<file path="src/icache_pkg.sv">
package icache_pkg;

    //////////////////////////////////////////////////////////////////////
    // cache bank geometry
    //////////////////////////////////////////////////////////////////////

    localparam int LINE_W     = 128;            // 16 bytes per line
    localparam int LINE_OFF_W = 4;              // byte offset within a line
    localparam int INDEX_W    = 4;
    localparam int NUM_SETS   = 1 << INDEX_W;   // 16 sets per bank

    // physical side
    localparam int PADDR_W = 15;
    localparam int PFN_W   = 3;
    localparam int TAG_W   = 6;                 // paddr[14:9], above index and bank

    //////////////////////////////////////////////////////////////////////
    // tlb geometry
    //////////////////////////////////////////////////////////////////////

    localparam int TLB_ENTRIES = 8;
    localparam int VPN_W       = 20;

endpackage

</file>
<file path="src/fetch_pkg.sv">
package fetch_pkg;

    //////////////////////////////////////////////////////////////////////
    // fetch address widths
    //////////////////////////////////////////////////////////////////////

    localparam int VADDR_W = 32;    // virtual fetch address
    localparam int LADDR_W = 28;    // 16-byte line address, vaddr[31:4]

    //////////////////////////////////////////////////////////////////////
    // control-flow select, one-hot
    //////////////////////////////////////////////////////////////////////

    localparam int CF_SEL_W = 3;

    localparam logic [CF_SEL_W-1:0] CF_SEL_BP   = 3'b001;  // predicted branch
    localparam logic [CF_SEL_W-1:0] CF_SEL_WB   = 3'b010;  // writeback resteer
    localparam logic [CF_SEL_W-1:0] CF_SEL_INIT = 3'b100;  // init

    // one virtual fetch address, split for the tlb (page) or the cache (line)
    typedef union packed {
        struct packed {
            logic [19:0] vpn;
            logic [11:0] offset;
        } page;
        struct packed {
            logic [VADDR_W-10:0] upper;     // tag side, bits 31:9
            logic [3:0]          index;     // set within a bank
            logic                bank;      // 0 even, 1 odd
            logic [3:0]          byte_off;
        } line;
    } fetch_addr_u;

endpackage
</file>
<file path="src/fetch_top.sv">
`timescale 1ns/100ps

module fetch_top (
    input  logic                                                  clk_i,
    input  logic                                                  arst_n_i,
    input  logic                                                  init_i,
    input  logic [fetch_pkg::VADDR_W-1:0]                         init_addr_i,
    input  logic                                                  resteer_i,
    input  logic [fetch_pkg::LADDR_W-1:0]                         wb_fip_e_i,
    input  logic [fetch_pkg::LADDR_W-1:0]                         wb_fip_o_i,
    input  logic                                                  br_taken_i,
    input  logic [fetch_pkg::LADDR_W-1:0]                         bp_fip_e_i,
    input  logic [fetch_pkg::LADDR_W-1:0]                         bp_fip_o_i,
    input  logic                                                  even_taken_i,
    input  logic                                                  odd_taken_i,
    input  logic [icache_pkg::TLB_ENTRIES*icache_pkg::VPN_W-1:0]  tlb_vp_i,
    input  logic [icache_pkg::TLB_ENTRIES*icache_pkg::PFN_W-1:0]  tlb_pf_i,
    input  logic [icache_pkg::TLB_ENTRIES-1:0]                    tlb_valid_i,
    input  logic [icache_pkg::TLB_ENTRIES-1:0]                    tlb_present_i,
    input  logic                                                  fill_valid_e_i,
    input  logic [icache_pkg::LINE_W-1:0]                         fill_line_e_i,
    input  logic                                                  fill_valid_o_i,
    input  logic [icache_pkg::LINE_W-1:0]                         fill_line_o_i,
    output logic [fetch_pkg::LADDR_W-1:0]                         fetch_line_e_o,
    output logic [fetch_pkg::LADDR_W-1:0]                         fetch_line_o_o,
    output logic [icache_pkg::LINE_W-1:0]                         line_e_o,
    output logic [icache_pkg::LINE_W-1:0]                         line_o_o,
    output logic                                                  hit_e_o,
    output logic                                                  hit_o_o,
    output logic                                                  miss_e_o,
    output logic                                                  miss_o_o,
    output logic [icache_pkg::PADDR_W-1:0]                        miss_paddr_e_o,
    output logic [icache_pkg::PADDR_W-1:0]                        miss_paddr_o_o,
    output logic                                                  tlb_miss_e_o,
    output logic                                                  tlb_miss_o_o
);

    logic [fetch_pkg::CF_SEL_W-1:0]     cf_sel;
    logic                               is_cf;
    logic                               ld_e, ld_o;
    logic [fetch_pkg::LADDR_W-1:0]      init_line_e, init_line_o;
    logic [icache_pkg::PFN_W-1:0]       pfn_even, pfn_odd;
    logic                               stall_even, stall_odd;  // back to the controller

    fetch_ctrl u_ctrl (
        .clk_i(clk_i), .arst_n_i(arst_n_i),
        .init_i(init_i), .init_addr_i(init_addr_i),
        .resteer_i(resteer_i), .br_taken_i(br_taken_i),
        .even_taken_i(even_taken_i), .odd_taken_i(odd_taken_i),
        .stall_e_i(stall_even), .stall_o_i(stall_odd),
        .cf_sel_o(cf_sel), .is_cf_o(is_cf), .ld_e_o(ld_e), .ld_o_o(ld_o),
        .init_line_e_o(init_line_e), .init_line_o_o(init_line_o)
    );

    //////////////////////////////////////////////////////////////////////
    // even bank
    //////////////////////////////////////////////////////////////////////

    fetch_addr_gen #(.PARITY(1'b0)) u_gen_e (
        .clk_i(clk_i), .arst_n_i(arst_n_i),
        .init_line_i(init_line_e), .wb_line_i(wb_fip_e_i), .bp_line_i(bp_fip_e_i),
        .cf_sel_i(cf_sel), .is_cf_i(is_cf), .ld_i(ld_e),
        .fetch_line_o(fetch_line_e_o)
    );

    itlb u_tlb_e (
        .fetch_line_i(fetch_line_e_o),
        .tlb_vp_i(tlb_vp_i), .tlb_pf_i(tlb_pf_i),
        .tlb_valid_i(tlb_valid_i), .tlb_present_i(tlb_present_i),
        .pfn_o(pfn_even), .tlb_miss_o(tlb_miss_e_o)
    );

    icache_bank u_bank_e (
        .clk_i(clk_i), .arst_n_i(arst_n_i),
        .fetch_line_i(fetch_line_e_o), .pfn_i(pfn_even), .tlb_miss_i(tlb_miss_e_o),
        .fill_valid_i(fill_valid_e_i), .fill_line_i(fill_line_e_i),
        .line_o(line_e_o), .hit_o(hit_e_o), .miss_o(miss_e_o),
        .miss_paddr_o(miss_paddr_e_o), .stall_o(stall_even)
    );

    //////////////////////////////////////////////////////////////////////
    // odd bank
    //////////////////////////////////////////////////////////////////////

    fetch_addr_gen #(.PARITY(1'b1)) u_gen_o (
        .clk_i(clk_i), .arst_n_i(arst_n_i),
        .init_line_i(init_line_o), .wb_line_i(wb_fip_o_i), .bp_line_i(bp_fip_o_i),
        .cf_sel_i(cf_sel), .is_cf_i(is_cf), .ld_i(ld_o),
        .fetch_line_o(fetch_line_o_o)
    );

    itlb u_tlb_o (
        .fetch_line_i(fetch_line_o_o),
        .tlb_vp_i(tlb_vp_i), .tlb_pf_i(tlb_pf_i),
        .tlb_valid_i(tlb_valid_i), .tlb_present_i(tlb_present_i),
        .pfn_o(pfn_odd), .tlb_miss_o(tlb_miss_o_o)
    );

    icache_bank u_bank_o (
        .clk_i(clk_i), .arst_n_i(arst_n_i),
        .fetch_line_i(fetch_line_o_o), .pfn_i(pfn_odd), .tlb_miss_i(tlb_miss_o_o),
        .fill_valid_i(fill_valid_o_i), .fill_line_i(fill_line_o_i),
        .line_o(line_o_o), .hit_o(hit_o_o), .miss_o(miss_o_o),
        .miss_paddr_o(miss_paddr_o_o), .stall_o(stall_odd)
    );

endmodule

</file>
<file path="src/icache_bank.sv">
`timescale 1ns/100ps

module icache_bank (
    input  logic                              clk_i,
    input  logic                              arst_n_i,
    input  logic [fetch_pkg::LADDR_W-1:0]     fetch_line_i,
    input  logic [icache_pkg::PFN_W-1:0]      pfn_i,
    input  logic                              tlb_miss_i,
    input  logic                              fill_valid_i,
    input  logic [icache_pkg::LINE_W-1:0]     fill_line_i,
    output logic [icache_pkg::LINE_W-1:0]     line_o,
    output logic                              hit_o,
    output logic                              miss_o,
    output logic [icache_pkg::PADDR_W-1:0]    miss_paddr_o,
    output logic                              stall_o
);

    fetch_pkg::fetch_addr_u                 vaddr;
    logic [icache_pkg::PADDR_W-1:0]         paddr;
    logic [icache_pkg::INDEX_W-1:0]         idx;
    logic [icache_pkg::TAG_W-1:0]           tag;
    logic                                   tag_match;

    // arrays
    logic [icache_pkg::TAG_W-1:0]           tag_q  [icache_pkg::NUM_SETS];
    logic [icache_pkg::LINE_W-1:0]          data_q [icache_pkg::NUM_SETS];
    logic [icache_pkg::NUM_SETS-1:0]        valid_q;

    //////////////////////////////////////////////////////////////////////
    // address split
    //////////////////////////////////////////////////////////////////////

    assign vaddr = {fetch_line_i, {icache_pkg::LINE_OFF_W{1'b0}}};
    assign paddr = {pfn_i, vaddr.page.offset};     // frame + page offset
    assign idx   = vaddr.line.index;               // index sits inside the page offset
    assign tag   = paddr[icache_pkg::PADDR_W-1 -: icache_pkg::TAG_W];

    //////////////////////////////////////////////////////////////////////
    // lookup
    //////////////////////////////////////////////////////////////////////

    assign tag_match = valid_q[idx] && (tag_q[idx] == tag);

    assign line_o  = data_q[idx];
    assign hit_o   = tag_match & ~tlb_miss_i;
    assign miss_o  = ~tag_match & ~tlb_miss_i;  // only a translated address can miss
    assign stall_o = miss_o | tlb_miss_i;

    // refill request address, line aligned
    assign miss_paddr_o = {paddr[icache_pkg::PADDR_W-1:icache_pkg::LINE_OFF_W],
                           {icache_pkg::LINE_OFF_W{1'b0}}};

    //////////////////////////////////////////////////////////////////////
    // refill write, set picked by the held fetch address
    //////////////////////////////////////////////////////////////////////

    always_ff @(posedge clk_i) begin
        if (fill_valid_i) begin
            tag_q[idx]  <= tag;
            data_q[idx] <= fill_line_i;
        end
    end

    always_ff @(posedge clk_i or negedge arst_n_i) begin
        if (!arst_n_i) begin
            valid_q <= '0;
        end else if (fill_valid_i) begin
            valid_q[idx] <= 1'b1;
        end
    end

endmodule

</file>
<file path="src/itlb.sv">
`timescale 1ns/100ps

module itlb (
    input  logic [fetch_pkg::LADDR_W-1:0]                         fetch_line_i,
    input  logic [icache_pkg::TLB_ENTRIES*icache_pkg::VPN_W-1:0]  tlb_vp_i,
    input  logic [icache_pkg::TLB_ENTRIES*icache_pkg::PFN_W-1:0]  tlb_pf_i,
    input  logic [icache_pkg::TLB_ENTRIES-1:0]                    tlb_valid_i,
    input  logic [icache_pkg::TLB_ENTRIES-1:0]                    tlb_present_i,
    output logic [icache_pkg::PFN_W-1:0]                          pfn_o,
    output logic                                                  tlb_miss_o
);

    fetch_pkg::fetch_addr_u                 vaddr;
    logic [icache_pkg::TLB_ENTRIES-1:0]     match;

    assign vaddr = {fetch_line_i, {icache_pkg::LINE_OFF_W{1'b0}}};

    //////////////////////////////////////////////////////////////////////
    // fully associative compare
    //////////////////////////////////////////////////////////////////////

    always_comb begin
        for (int i = 0; i < icache_pkg::TLB_ENTRIES; i++) begin
            match[i] = tlb_valid_i[i] && tlb_present_i[i] &&
                       (tlb_vp_i[i*icache_pkg::VPN_W +: icache_pkg::VPN_W] == vaddr.page.vpn);
        end
    end

    // walk down so the lowest matching entry is written last
    always_comb begin
        pfn_o = '0;
        for (int i = icache_pkg::TLB_ENTRIES-1; i >= 0; i--) begin
            if (match[i]) begin
                pfn_o = tlb_pf_i[i*icache_pkg::PFN_W +: icache_pkg::PFN_W];
            end
        end
    end

    assign tlb_miss_o = ~|match;  // no valid and present entry

endmodule

</file>
<file path="src/fetch_addr_gen.sv">
`timescale 1ns/100ps

module fetch_addr_gen #(
    parameter bit PARITY = 1'b0     // bank of this register as lsb at reset
) (
    input  logic                              clk_i,
    input  logic                              arst_n_i,
    input  logic [fetch_pkg::LADDR_W-1:0]     init_line_i,
    input  logic [fetch_pkg::LADDR_W-1:0]     wb_line_i,
    input  logic [fetch_pkg::LADDR_W-1:0]     bp_line_i,
    input  logic [fetch_pkg::CF_SEL_W-1:0]    cf_sel_i,
    input  logic                              is_cf_i,
    input  logic                              ld_i,
    output logic [fetch_pkg::LADDR_W-1:0]     fetch_line_o
);

    logic [fetch_pkg::LADDR_W-1:0] cf_line;   // selected redirect
    logic [fetch_pkg::LADDR_W-1:0] line_q;    // fetch line register

    always_comb begin
        case (cf_sel_i)
            fetch_pkg::CF_SEL_INIT: cf_line = init_line_i;
            fetch_pkg::CF_SEL_WB:   cf_line = wb_line_i;
            fetch_pkg::CF_SEL_BP:   cf_line = bp_line_i;
            default:                cf_line = '0;
        endcase
    end

    // redirect shows up in the same cycle
    assign fetch_line_o = is_cf_i ? cf_line : line_q;

    // each bank steps over the other bank's line
    always_ff @(posedge clk_i or negedge arst_n_i) begin
        if (!arst_n_i) begin
            line_q <= {{(fetch_pkg::LADDR_W-1){1'b0}}, PARITY};
        end else if (ld_i) begin
            line_q <= fetch_line_o + {{(fetch_pkg::LADDR_W-2){1'b0}}, 2'd2};
        end
    end

endmodule

</file>
<file path="src/fetch_ctrl.sv">
`timescale 1ns/100ps

module fetch_ctrl (
    input  logic                              clk_i,
    input  logic                              arst_n_i,
    input  logic                              init_i,
    input  logic [fetch_pkg::VADDR_W-1:0]     init_addr_i,
    input  logic                              resteer_i,
    input  logic                              br_taken_i,
    input  logic                              even_taken_i,
    input  logic                              odd_taken_i,
    input  logic                              stall_e_i,
    input  logic                              stall_o_i,
    output logic [fetch_pkg::CF_SEL_W-1:0]    cf_sel_o,
    output logic                              is_cf_o,
    output logic                              ld_e_o,
    output logic                              ld_o_o,
    output logic [fetch_pkg::LADDR_W-1:0]     init_line_e_o,
    output logic [fetch_pkg::LADDR_W-1:0]     init_line_o_o
);

    fetch_pkg::fetch_addr_u             init_addr;
    logic [fetch_pkg::LADDR_W-1:0]      init_line;
    logic [fetch_pkg::LADDR_W-1:0]      init_line_p1;
    logic                               run_q;     // loads enabled

    //////////////////////////////////////////////////////////////////////
    // control-flow priority
    //////////////////////////////////////////////////////////////////////

    always_comb begin
        if (init_i) begin
            cf_sel_o = fetch_pkg::CF_SEL_INIT;
        end else if (resteer_i) begin
            cf_sel_o = fetch_pkg::CF_SEL_WB;
        end else if (br_taken_i) begin
            cf_sel_o = fetch_pkg::CF_SEL_BP;
        end else begin
            cf_sel_o = '0;   // sequential
        end
    end

    assign is_cf_o = init_i | resteer_i | br_taken_i;

    //////////////////////////////////////////////////////////////////////
    // init split over the two banks
    //////////////////////////////////////////////////////////////////////

    assign init_addr    = init_addr_i;
    assign init_line    = {init_addr.line.upper, init_addr.line.index, init_addr.line.bank};
    assign init_line_p1 = init_line + 1'b1;

    // the bank that owns the init line takes it, the other one the next line
    assign init_line_e_o = init_addr.line.bank ? init_line_p1 : init_line;
    assign init_line_o_o = init_addr.line.bank ? init_line    : init_line_p1;

    //////////////////////////////////////////////////////////////////////
    // register load and clear
    //////////////////////////////////////////////////////////////////////

    // loads held off until reset release has been seen at an edge
    always_ff @(posedge clk_i or negedge arst_n_i) begin
        if (!arst_n_i) begin
            run_q <= 1'b0;
        end else begin
            run_q <= 1'b1;
        end
    end

    assign ld_e_o = run_q & (is_cf_o | (even_taken_i & ~stall_e_i));
    assign ld_o_o = run_q & (is_cf_o | (odd_taken_i & ~stall_o_i));

endmodule

</file>
<file path="config.mk">
export PLATFORM = sky130hd
export DESIGN_NAME = fetch_top
export DESIGN_NICKNAME = d
export VERILOG_FILES = /design/src/icache_pkg.sv /design/src/fetch_pkg.sv /design/src/fetch_top.sv /design/src/icache_bank.sv /design/src/itlb.sv /design/src/fetch_addr_gen.sv /design/src/fetch_ctrl.sv
export SDC_FILE = /design/constraint.sdc
export NUM_CORES = 2
export LEC_CHECK = 0
export BUFFER_PORTS_ARGS = -buffer_cell sky130_fd_sc_hd__buf_4
export CAP_MARGIN = 15
export CORE_ASPECT_RATIO = 1.2
export CORE_MARGIN = 2
export CORE_UTILIZATION = 65
export CTS_BUF_LIST = sky130_fd_sc_hd__clkbuf_4 sky130_fd_sc_hd__clkbuf_8 sky130_fd_sc_hd__clkbuf_16
export CTS_CLUSTER_SIZE = 24
export DETAILED_ROUTE_END_ITERATION = 16
export HOLD_SLACK_MARGIN = 0.12
export PLACE_DENSITY_LB_ADDON = 0.15
export SYNTH_ARGS = -nofsm -noshare
export SYNTH_HDL_FRONTEND = slang
export SYNTH_HIERARCHICAL = 1
export SYNTH_MEMORY_MAX_BITS = 65536
export SYNTH_SLANG_ARGS = --single-unit
</file>
<file path="constraint.sdc">
create_clock -name clk_i -period 26.6 [get_ports clk_i]
set_clock_uncertainty 0.15 [all_clocks]
set_input_delay 2.66 -clock clk_i [delete_from_list [all_inputs] [get_ports clk_i]]
set_output_delay 2.66 -clock clk_i [all_outputs]
set_load 0.02 [all_outputs]
</file>
=== Word level (Yosys, flattened, before mapping) ===
Memories as Yosys holds them, arrays and structs flattened.
Cells that the tools add are included.

* Bits in registers: 89
* Word-level logic and storage cells: 126
* Input bits: 609
* Output and inout bits: 348
* Memory bits (writable): 4,288
* Memories: 4

* Add/subtract/negate cells: 3
* Reduce and logical (&&, ||, !) cells: 32
* $lt $le $gt $ge: 4
* Bitwise gates (word level): 20
* Eq/ne operators: 21
* Mux-type cells: 37

{| class="wikitable"
|+ Memory list
! memory !! words !! width !! rd ports !! clocked after Yosys merged registers in !! write ports !! RTL line !! RTL
|-
| u_bank_e.data_q || 16 || 128 || 1 || 0 || 1 || icache_bank.sv:26 || <nowiki>logic [icache_pkg::LINE_W-1:0] data_q [icache_pkg::NUM_SETS];</nowiki>
|-
| u_bank_o.data_q || 16 || 128 || 1 || 0 || 1 || icache_bank.sv:26 ||
|-
| u_bank_e.tag_q || 16 || 6 || 1 || 0 || 1 || icache_bank.sv:25 || <nowiki>logic [icache_pkg::TAG_W-1:0] tag_q [icache_pkg::NUM_SETS];</nowiki>
|-
| u_bank_o.tag_q || 16 || 6 || 1 || 0 || 1 || icache_bank.sv:25 ||
|}

{| class="wikitable"
|+ Operator list
! cell !! count
|-
| $eq 20x20->1 || 16
|-
| $pmux 28 s3 || 2
|-
| $mux 28 || 4
|-
| $add 28x2->28 const B || 2
|-
| $mux 3 || 18
|-
| $or 16x16->16 || 2
|-
| $add 28x1->28 const B || 1
|-
| $logic_and 1x1->1 || 28
|-
| $reduce_or 8->1 || 2
|-
| $eq 6x6->1 || 2
|-
| $lt 4x5->1 const B || 2
|-
| $mux 1 || 9
|-
| $and 1x1->1 || 8
|-
| $bmux 1 s4 || 2
|-
| $demux 1 s4 || 2
|-
| $ge 4x1->1 const B || 2
|-
| $or 1x1->1 || 6
|-
| $not 1->1 || 4
|-
| $eq 3x1->1 const B || 1
|-
| $eq 3x2->1 const B || 1
|-
| $eq 3x3->1 const B || 1
|-
| $logic_not 1->1 || 2
|}

=== Logic depth before layout (Yosys ltp) ===
* Word-level depth: 25
* Mapped depth: 30
* Depth with buffers taken out: 27

=== By module ===
The synthesis kept the hierarchy.

{| class="wikitable"
|+ By module, submodules not included
! module !! cells each !! area each (um^2) !! times used !! seq. area each (um^2)
|-
| icache_bank || 3,100 || 81,316.7 || 2 || 64,782.1
|-
| itlb || 287 || 2,321.0 || 2 || 0.0
|-
| fetch_addr_gen at u_gen_e || 363 || 3,235.6 || 1 || 700.7
|-
| fetch_addr_gen at u_gen_o || 336 || 2,974.1 || 1 || 701.9
|-
| fetch_ctrl || 141 || 1,002.2 || 1 || 25.0
|}

=== Least setup slack after synthesis ===
Ideal clock, no wire load.

* Path type: input port to flip-flop
* Start: input resteer_i
* End: register u_bank_e/valid_q[12] (netlist bit)
* Required time: 26.327 ns
* Stages: 14
* Setup time: 0.123 ns
* Slack: 10.508 ns
* Data arrival time: 15.819 ns
* Buffers on the path: 7
* Path through: nor3b_1 > buf_6 > xor2_2 > a21oi_4 > buf_6 > buf_6 > o21ai_0 > buf_2 > buf_2 > buf_2 > buf_2 > nand3_1 > nor3_1 > or2_2

* Cells in the longest elaborated chain, start to end: 10
* Elaborated cells between the ends (all ways): 15
* Classes of those cells: order compare (2); eq/ne (3); mux (6); bitwise (3); reduce/logical (1)

{| class="wikitable"
|+ RTL lines
! element !! RTL line !! RTL
|-
| from (decl) || fetch_top.sv:8 || <nowiki>input logic resteer_i,</nowiki>
|-
| $mux 3 || fetch_ctrl.sv:34 || <nowiki>end else if (resteer_i) begin</nowiki>
|-
| $mux 3 || fetch_ctrl.sv:32 || <nowiki>if (init_i) begin</nowiki>
|-
| $eq 3x1->1 (tied with other cells) || fetch_addr_gen.sv:21 || <nowiki>case (cf_sel_i)</nowiki>
|-
| $pmux 28 s3 || fetch_addr_gen.sv:21 ||
|-
| $mux 28 (*) || fetch_addr_gen.sv:30 || <nowiki>assign fetch_line_o = is_cf_i ? cf_line : line_q;</nowiki>
|-
| via fetch_line_e_o, one bit || fetch_top.sv:24 || <nowiki>output logic [fetch_pkg::LADDR_W-1:0] fetch_line_e_o,</nowiki>
|-
| $lt 4x5->1 (not written as such) / $ge 4x1->1 (equally long branches) || icache_bank.sv:68 || <nowiki>valid_q[idx] <= 1'b1;</nowiki>
|-
| $logic_and 1x1->1 (not written as such) || icache_bank.sv:68 ||
|-
| $mux 1 (not written as such) || icache_bank.sv:68 ||
|-
| $demux 1 s4 (*) || - ||
|-
| $or 16x16->16 (no source line) (*) || - ||
|-
| to (signal assigned) || icache_bank.sv:66 || <nowiki>valid_q <= '0;</nowiki>
|-
| to (signal, indexed assignment) || icache_bank.sv:68 ||
|-
| to (decl) || icache_bank.sv:27 || <nowiki>logic [icache_pkg::NUM_SETS-1:0] valid_q;</nowiki>
|}

The timed path passes the listed nets; every way through them passes the cells marked *.
A chain may end at the register's enable or synchronous reset.

=== Worst setup path in the final report ===
* Start: input init_i
* End: output line_e_o[7] (netlist bit)

* Elaborated cells between the ends (all ways): 9
* Classes of those cells: eq/ne (3); mux (3); bitwise (2); memory (1)

{| class="wikitable"
|+ RTL lines
! element !! RTL line !! RTL
|-
| from (decl) || fetch_top.sv:6 || <nowiki>input logic init_i,</nowiki>
|-
| $or 1x1->1 (2 in series) || fetch_ctrl.sv:43 || <nowiki>assign is_cf_o = init_i | resteer_i | br_taken_i;</nowiki>
|-
| via is_cf || fetch_top.sv:39 || <nowiki>logic is_cf;</nowiki>
|-
| $mux 28 || fetch_addr_gen.sv:30 ||
|-
| $mem_v2 16x128 || - ||
|-
| to (decl) || fetch_top.sv:26 || <nowiki>output logic [icache_pkg::LINE_W-1:0] line_e_o,</nowiki>
|}

The timed path passes the listed nets, and every way through them passes these cells.

==> flow_metrics.tcl <==
set metrics [dict create \
    yosysMostFrequentCell "edfxtp_1" \
    num_vias 87700 \
    cp.arrival_ns 10.29 \
    grt.total_usage 0.347 \
    drive_gt1_frac 0.369 \
    dp.cells 11900 \
    syn_inst 7614 \
    ios 957 \
    ys_types 112 \
    switching_share 0.228 \
    clk_latency_ns 0.92 \
    overflow 0 \
    core_area_um2 267000 \
    route.detailed.drc 0 \
    end_kind "output port" \
    htreeDepth 5 \
    hpwl_mm 253 \
    ys_ff_latch 4377 \
    die_h_um 572 \
    syn2layout_area_growth_pct 14.2 \
    die_area_um2 273000 \
    final-max-slew-violation-count 0 \
    place_congestion 0.967 \
    rows 208 \
    cts_setup_buffers 0 \
    synth_top_area_share 0.738 \
    path_cells "buf_4 > nor3_1 > inv_2 > buf_4 > nor2b_1 > a21oi_4 > buf_4 > o22ai_4 > buf_4 > buf_4 > buf_4 > buf_4 > mux4_2 > mux4_2 > buf_4" \
    grt_pass1_wl_mm 667 \
    synth_top_area_cell "edfxtp_1" \
    wl_mm 472 \
    cts_buffer_depth 4 \
    critPathRequiredTime_ns 23.79 \
    syn_area_um2 174000 \
    combPwrFrac 0.108 \
    hold_violations 0 \
    synth_area_leaders "edfxtp_1, mux4_2, dfrtp_1, xnor2_1, xor2_1" \
    worstHoldPathCells 1 \
    outcome "completed" \
    vias_per_cell 6.91 \
    synthArstFlopShare 0.0203 \
    synth_edf_count 4288 \
    slew_headroom 0.173 \
    initial_core_util 0.653 \
    rsz0062_at_grt "no" \
    worst_pin_slew_ns 1.24 \
    ir_drop_uv 71.9 \
    stdcell_count 12700 \
    cts_tree "done" \
    finalPower_mw 15.2 \
    p_sw_mw 3.47 \
    fin_crit_ns 13.10 \
    ctsRootBufferMaster "clkbuf_16" \
    ys_seq_area_frac 0.751 \
    fp.dieW_um 477 \
    r2r_cells 11 \
    intPower_mw 11.8 \
    cts_resized 0 \
    cts_hold_buffers 0 \
    tns_ns 0 \
    synth_ff_type "edfxtp_1" \
    max_cap_viol_count 0 \
    fin_crit_sh 0.492 \
    synth_area_per_cell_um2 22.9 \
    finalSetupViolations 0 \
    p_leak_nw 63.4 \
    ant_nets 0 \
    synth_commonest_cells "edfxtp_1, mux4_2, xnor2_1" \
    cp_common_cell "buf_4" \
    grt_pass1_vias 90600 \
    crit_fanout 65 \
    grt_max_degree 119 \
    hp-class "flop to flop" \
    portBuffers 944 \
    clkPwrFrac 0.382 \
    cts.sinks 4377 \
    max_freq_mhz 76.3 \
    yosys_warnings 6 \
    cpMaxStageDelayCell "buf_4" \
    num-nets-final 9340 \
    drtPass1Iterations 5 \
    slowest_delay_ns 0.94 \
    clk_pin_slew_ns 0.06 \
    p_per_area_nw_per_um2 76.4 \
    cts_buffers 405 \
    drt-initial-drc-count 10800 \
    wire_per_inst_um 37.2 \
    antenna_found_initial 106 \
    seq_power_share 0.510 \
    crit_type "primary input to output port" \
    cp-start-kind "primary input" \
]
[critical path, delay by kind of cell]
kind | cells | cell delay (ns)
AOI/OAI and AO/OA | 2 | 0.89
buffers and inverters | 9 | 4.86
muxes | 2 | 0.99
and+or+nand+nor | 2 | 0.63
[path summary, 6_finish.rpt]
check,startpoint,to,slack (ns)
min reg2reg,u_bank_o/valid_q[1],u_bank_o/valid_q[1],0.31
max in group asynchronous,arst_n_i,u_bank_e/valid_q[9],23.49
max,init_i,line_e_o[7],13.50
min in group asynchronous,arst_n_i,u_gen_o/line_q[26],1.52
max reg2reg,u_gen_e/line_q[2],u_bank_e/data_q[11][12],17.53
min,u_bank_o/valid_q[1],u_bank_o/valid_q[1],0.31
[registers in the layout (all words and copies together) (netlist names)]
| signal | cells |
|---|---|
| u_ctrl/run_q | 1 |
| u_bank_o/tag_q | 96 |
| u_gen_o/line_q | 28 |
| u_bank_o/data_q | 2048 |
| u_bank_e/data_q | 2048 |
| u_gen_e/line_q | 28 |
| u_bank_e/tag_q | 96 |
| u_bank_e/valid_q | 16 |
| u_bank_o/valid_q | 16 |
[per-layer routing]
layer	track usage	routed length (µm)
met5	0	339
met1	0.459	164000
met3	0.0773	47600
met4	0.164	25100
met2	0.559	235000
[power groups by stage]
| stage | Sequential (mW) | Clock (mW) | Combinational (mW) |
|---|---|---|---|
| 6_report | 7.76 | 5.81 | 1.65 |
| 5_1_grt | 7.77 | 6.10 | 1.72 |
| 4_1_cts | 7.76 | 5.87 | 1.65 |
| 3_5_place_dp | 7.90 | 0 | 1.63 |
| 3_3_place_gp | 7.89 | 0 | 1.60 |
| 2_1_floorplan | 7.92 | 0 | 0.975 |
[through the flow]
step                      hold WS (ns)   util  worst slack (ns)  cell area, µm²
final                            0.313  0.745             13.50          199000
after global routing             0.333  0.745             12.95          199000
after CTS                        0.312  0.745             13.47          199000
after detailed placement         0.298  0.695             13.24          186000
after global placement           0.295  0.695             13.30          186000
after floorplan                  0.284      -             10.51          175000
[placed cells by master (no fill, tap or decap), drive strengths merged, types with 13 or more instances in the layout]
| cell type | Yosys | final |
|---|---|---|
| edfxtp | 4288 | 4288 |
| mux4 | 1318 | 1318 |
| buf | 298 | 1153 |
| clkbuf | 156 | 499 |
| xnor2 | 232 | 232 |
| xor2 | 168 | 168 |
| clkinv | 1 | 160 |
| nand2 | 98 | 98 |
| dfrtp | 88 | 88 |
| nor2 | 87 | 87 |
| nand4 | 77 | 77 |
| mux2i | 73 | 73 |
| diode | 0 | 72 |
| inv | 51 | 62 |
| nor4 | 50 | 50 |
| nor4bb | 49 | 49 |
| bufinv | 0 | 43 |
| nand3 | 42 | 42 |
| or2 | 41 | 41 |
| and2 | 39 | 39 |
| nor3 | 38 | 38 |
| o21ai | 36 | 36 |
| nor2b | 30 | 30 |
| o22ai | 30 | 30 |
| a221oi | 29 | 29 |
| a22oi | 25 | 25 |
| a21oi | 23 | 23 |
| clkinvlp | 0 | 19 |
| a211oi | 19 | 19 |
| mux2 | 16 | 16 |
| nand3b | 13 | 13 |
| and4bb | 13 | 13 |
[layout make-up]
class	count	area, µm²
repair buffers	1153	8860
diodes	72	180
multi-input cells	2738	41300
well taps	3570	4470
flip-flops and latches	4377	131000
fillers	14200	68100
inverters	52	195
clock buffers	499	10900
clock inverters	232	2310
[logic make-up after synthesis]
family | synth area share
AOI/OAI and AO/OA | 0.0135
xor gates and xnor gates | 0.0206
adders and majority gates | 0.000287
buffers and inverters | 0.0158
DFF | 0.751
muxes | 0.175
other | 0.0000860
and+or+nand+nor | 0.0236
Power figures use the tool's default switching activity.
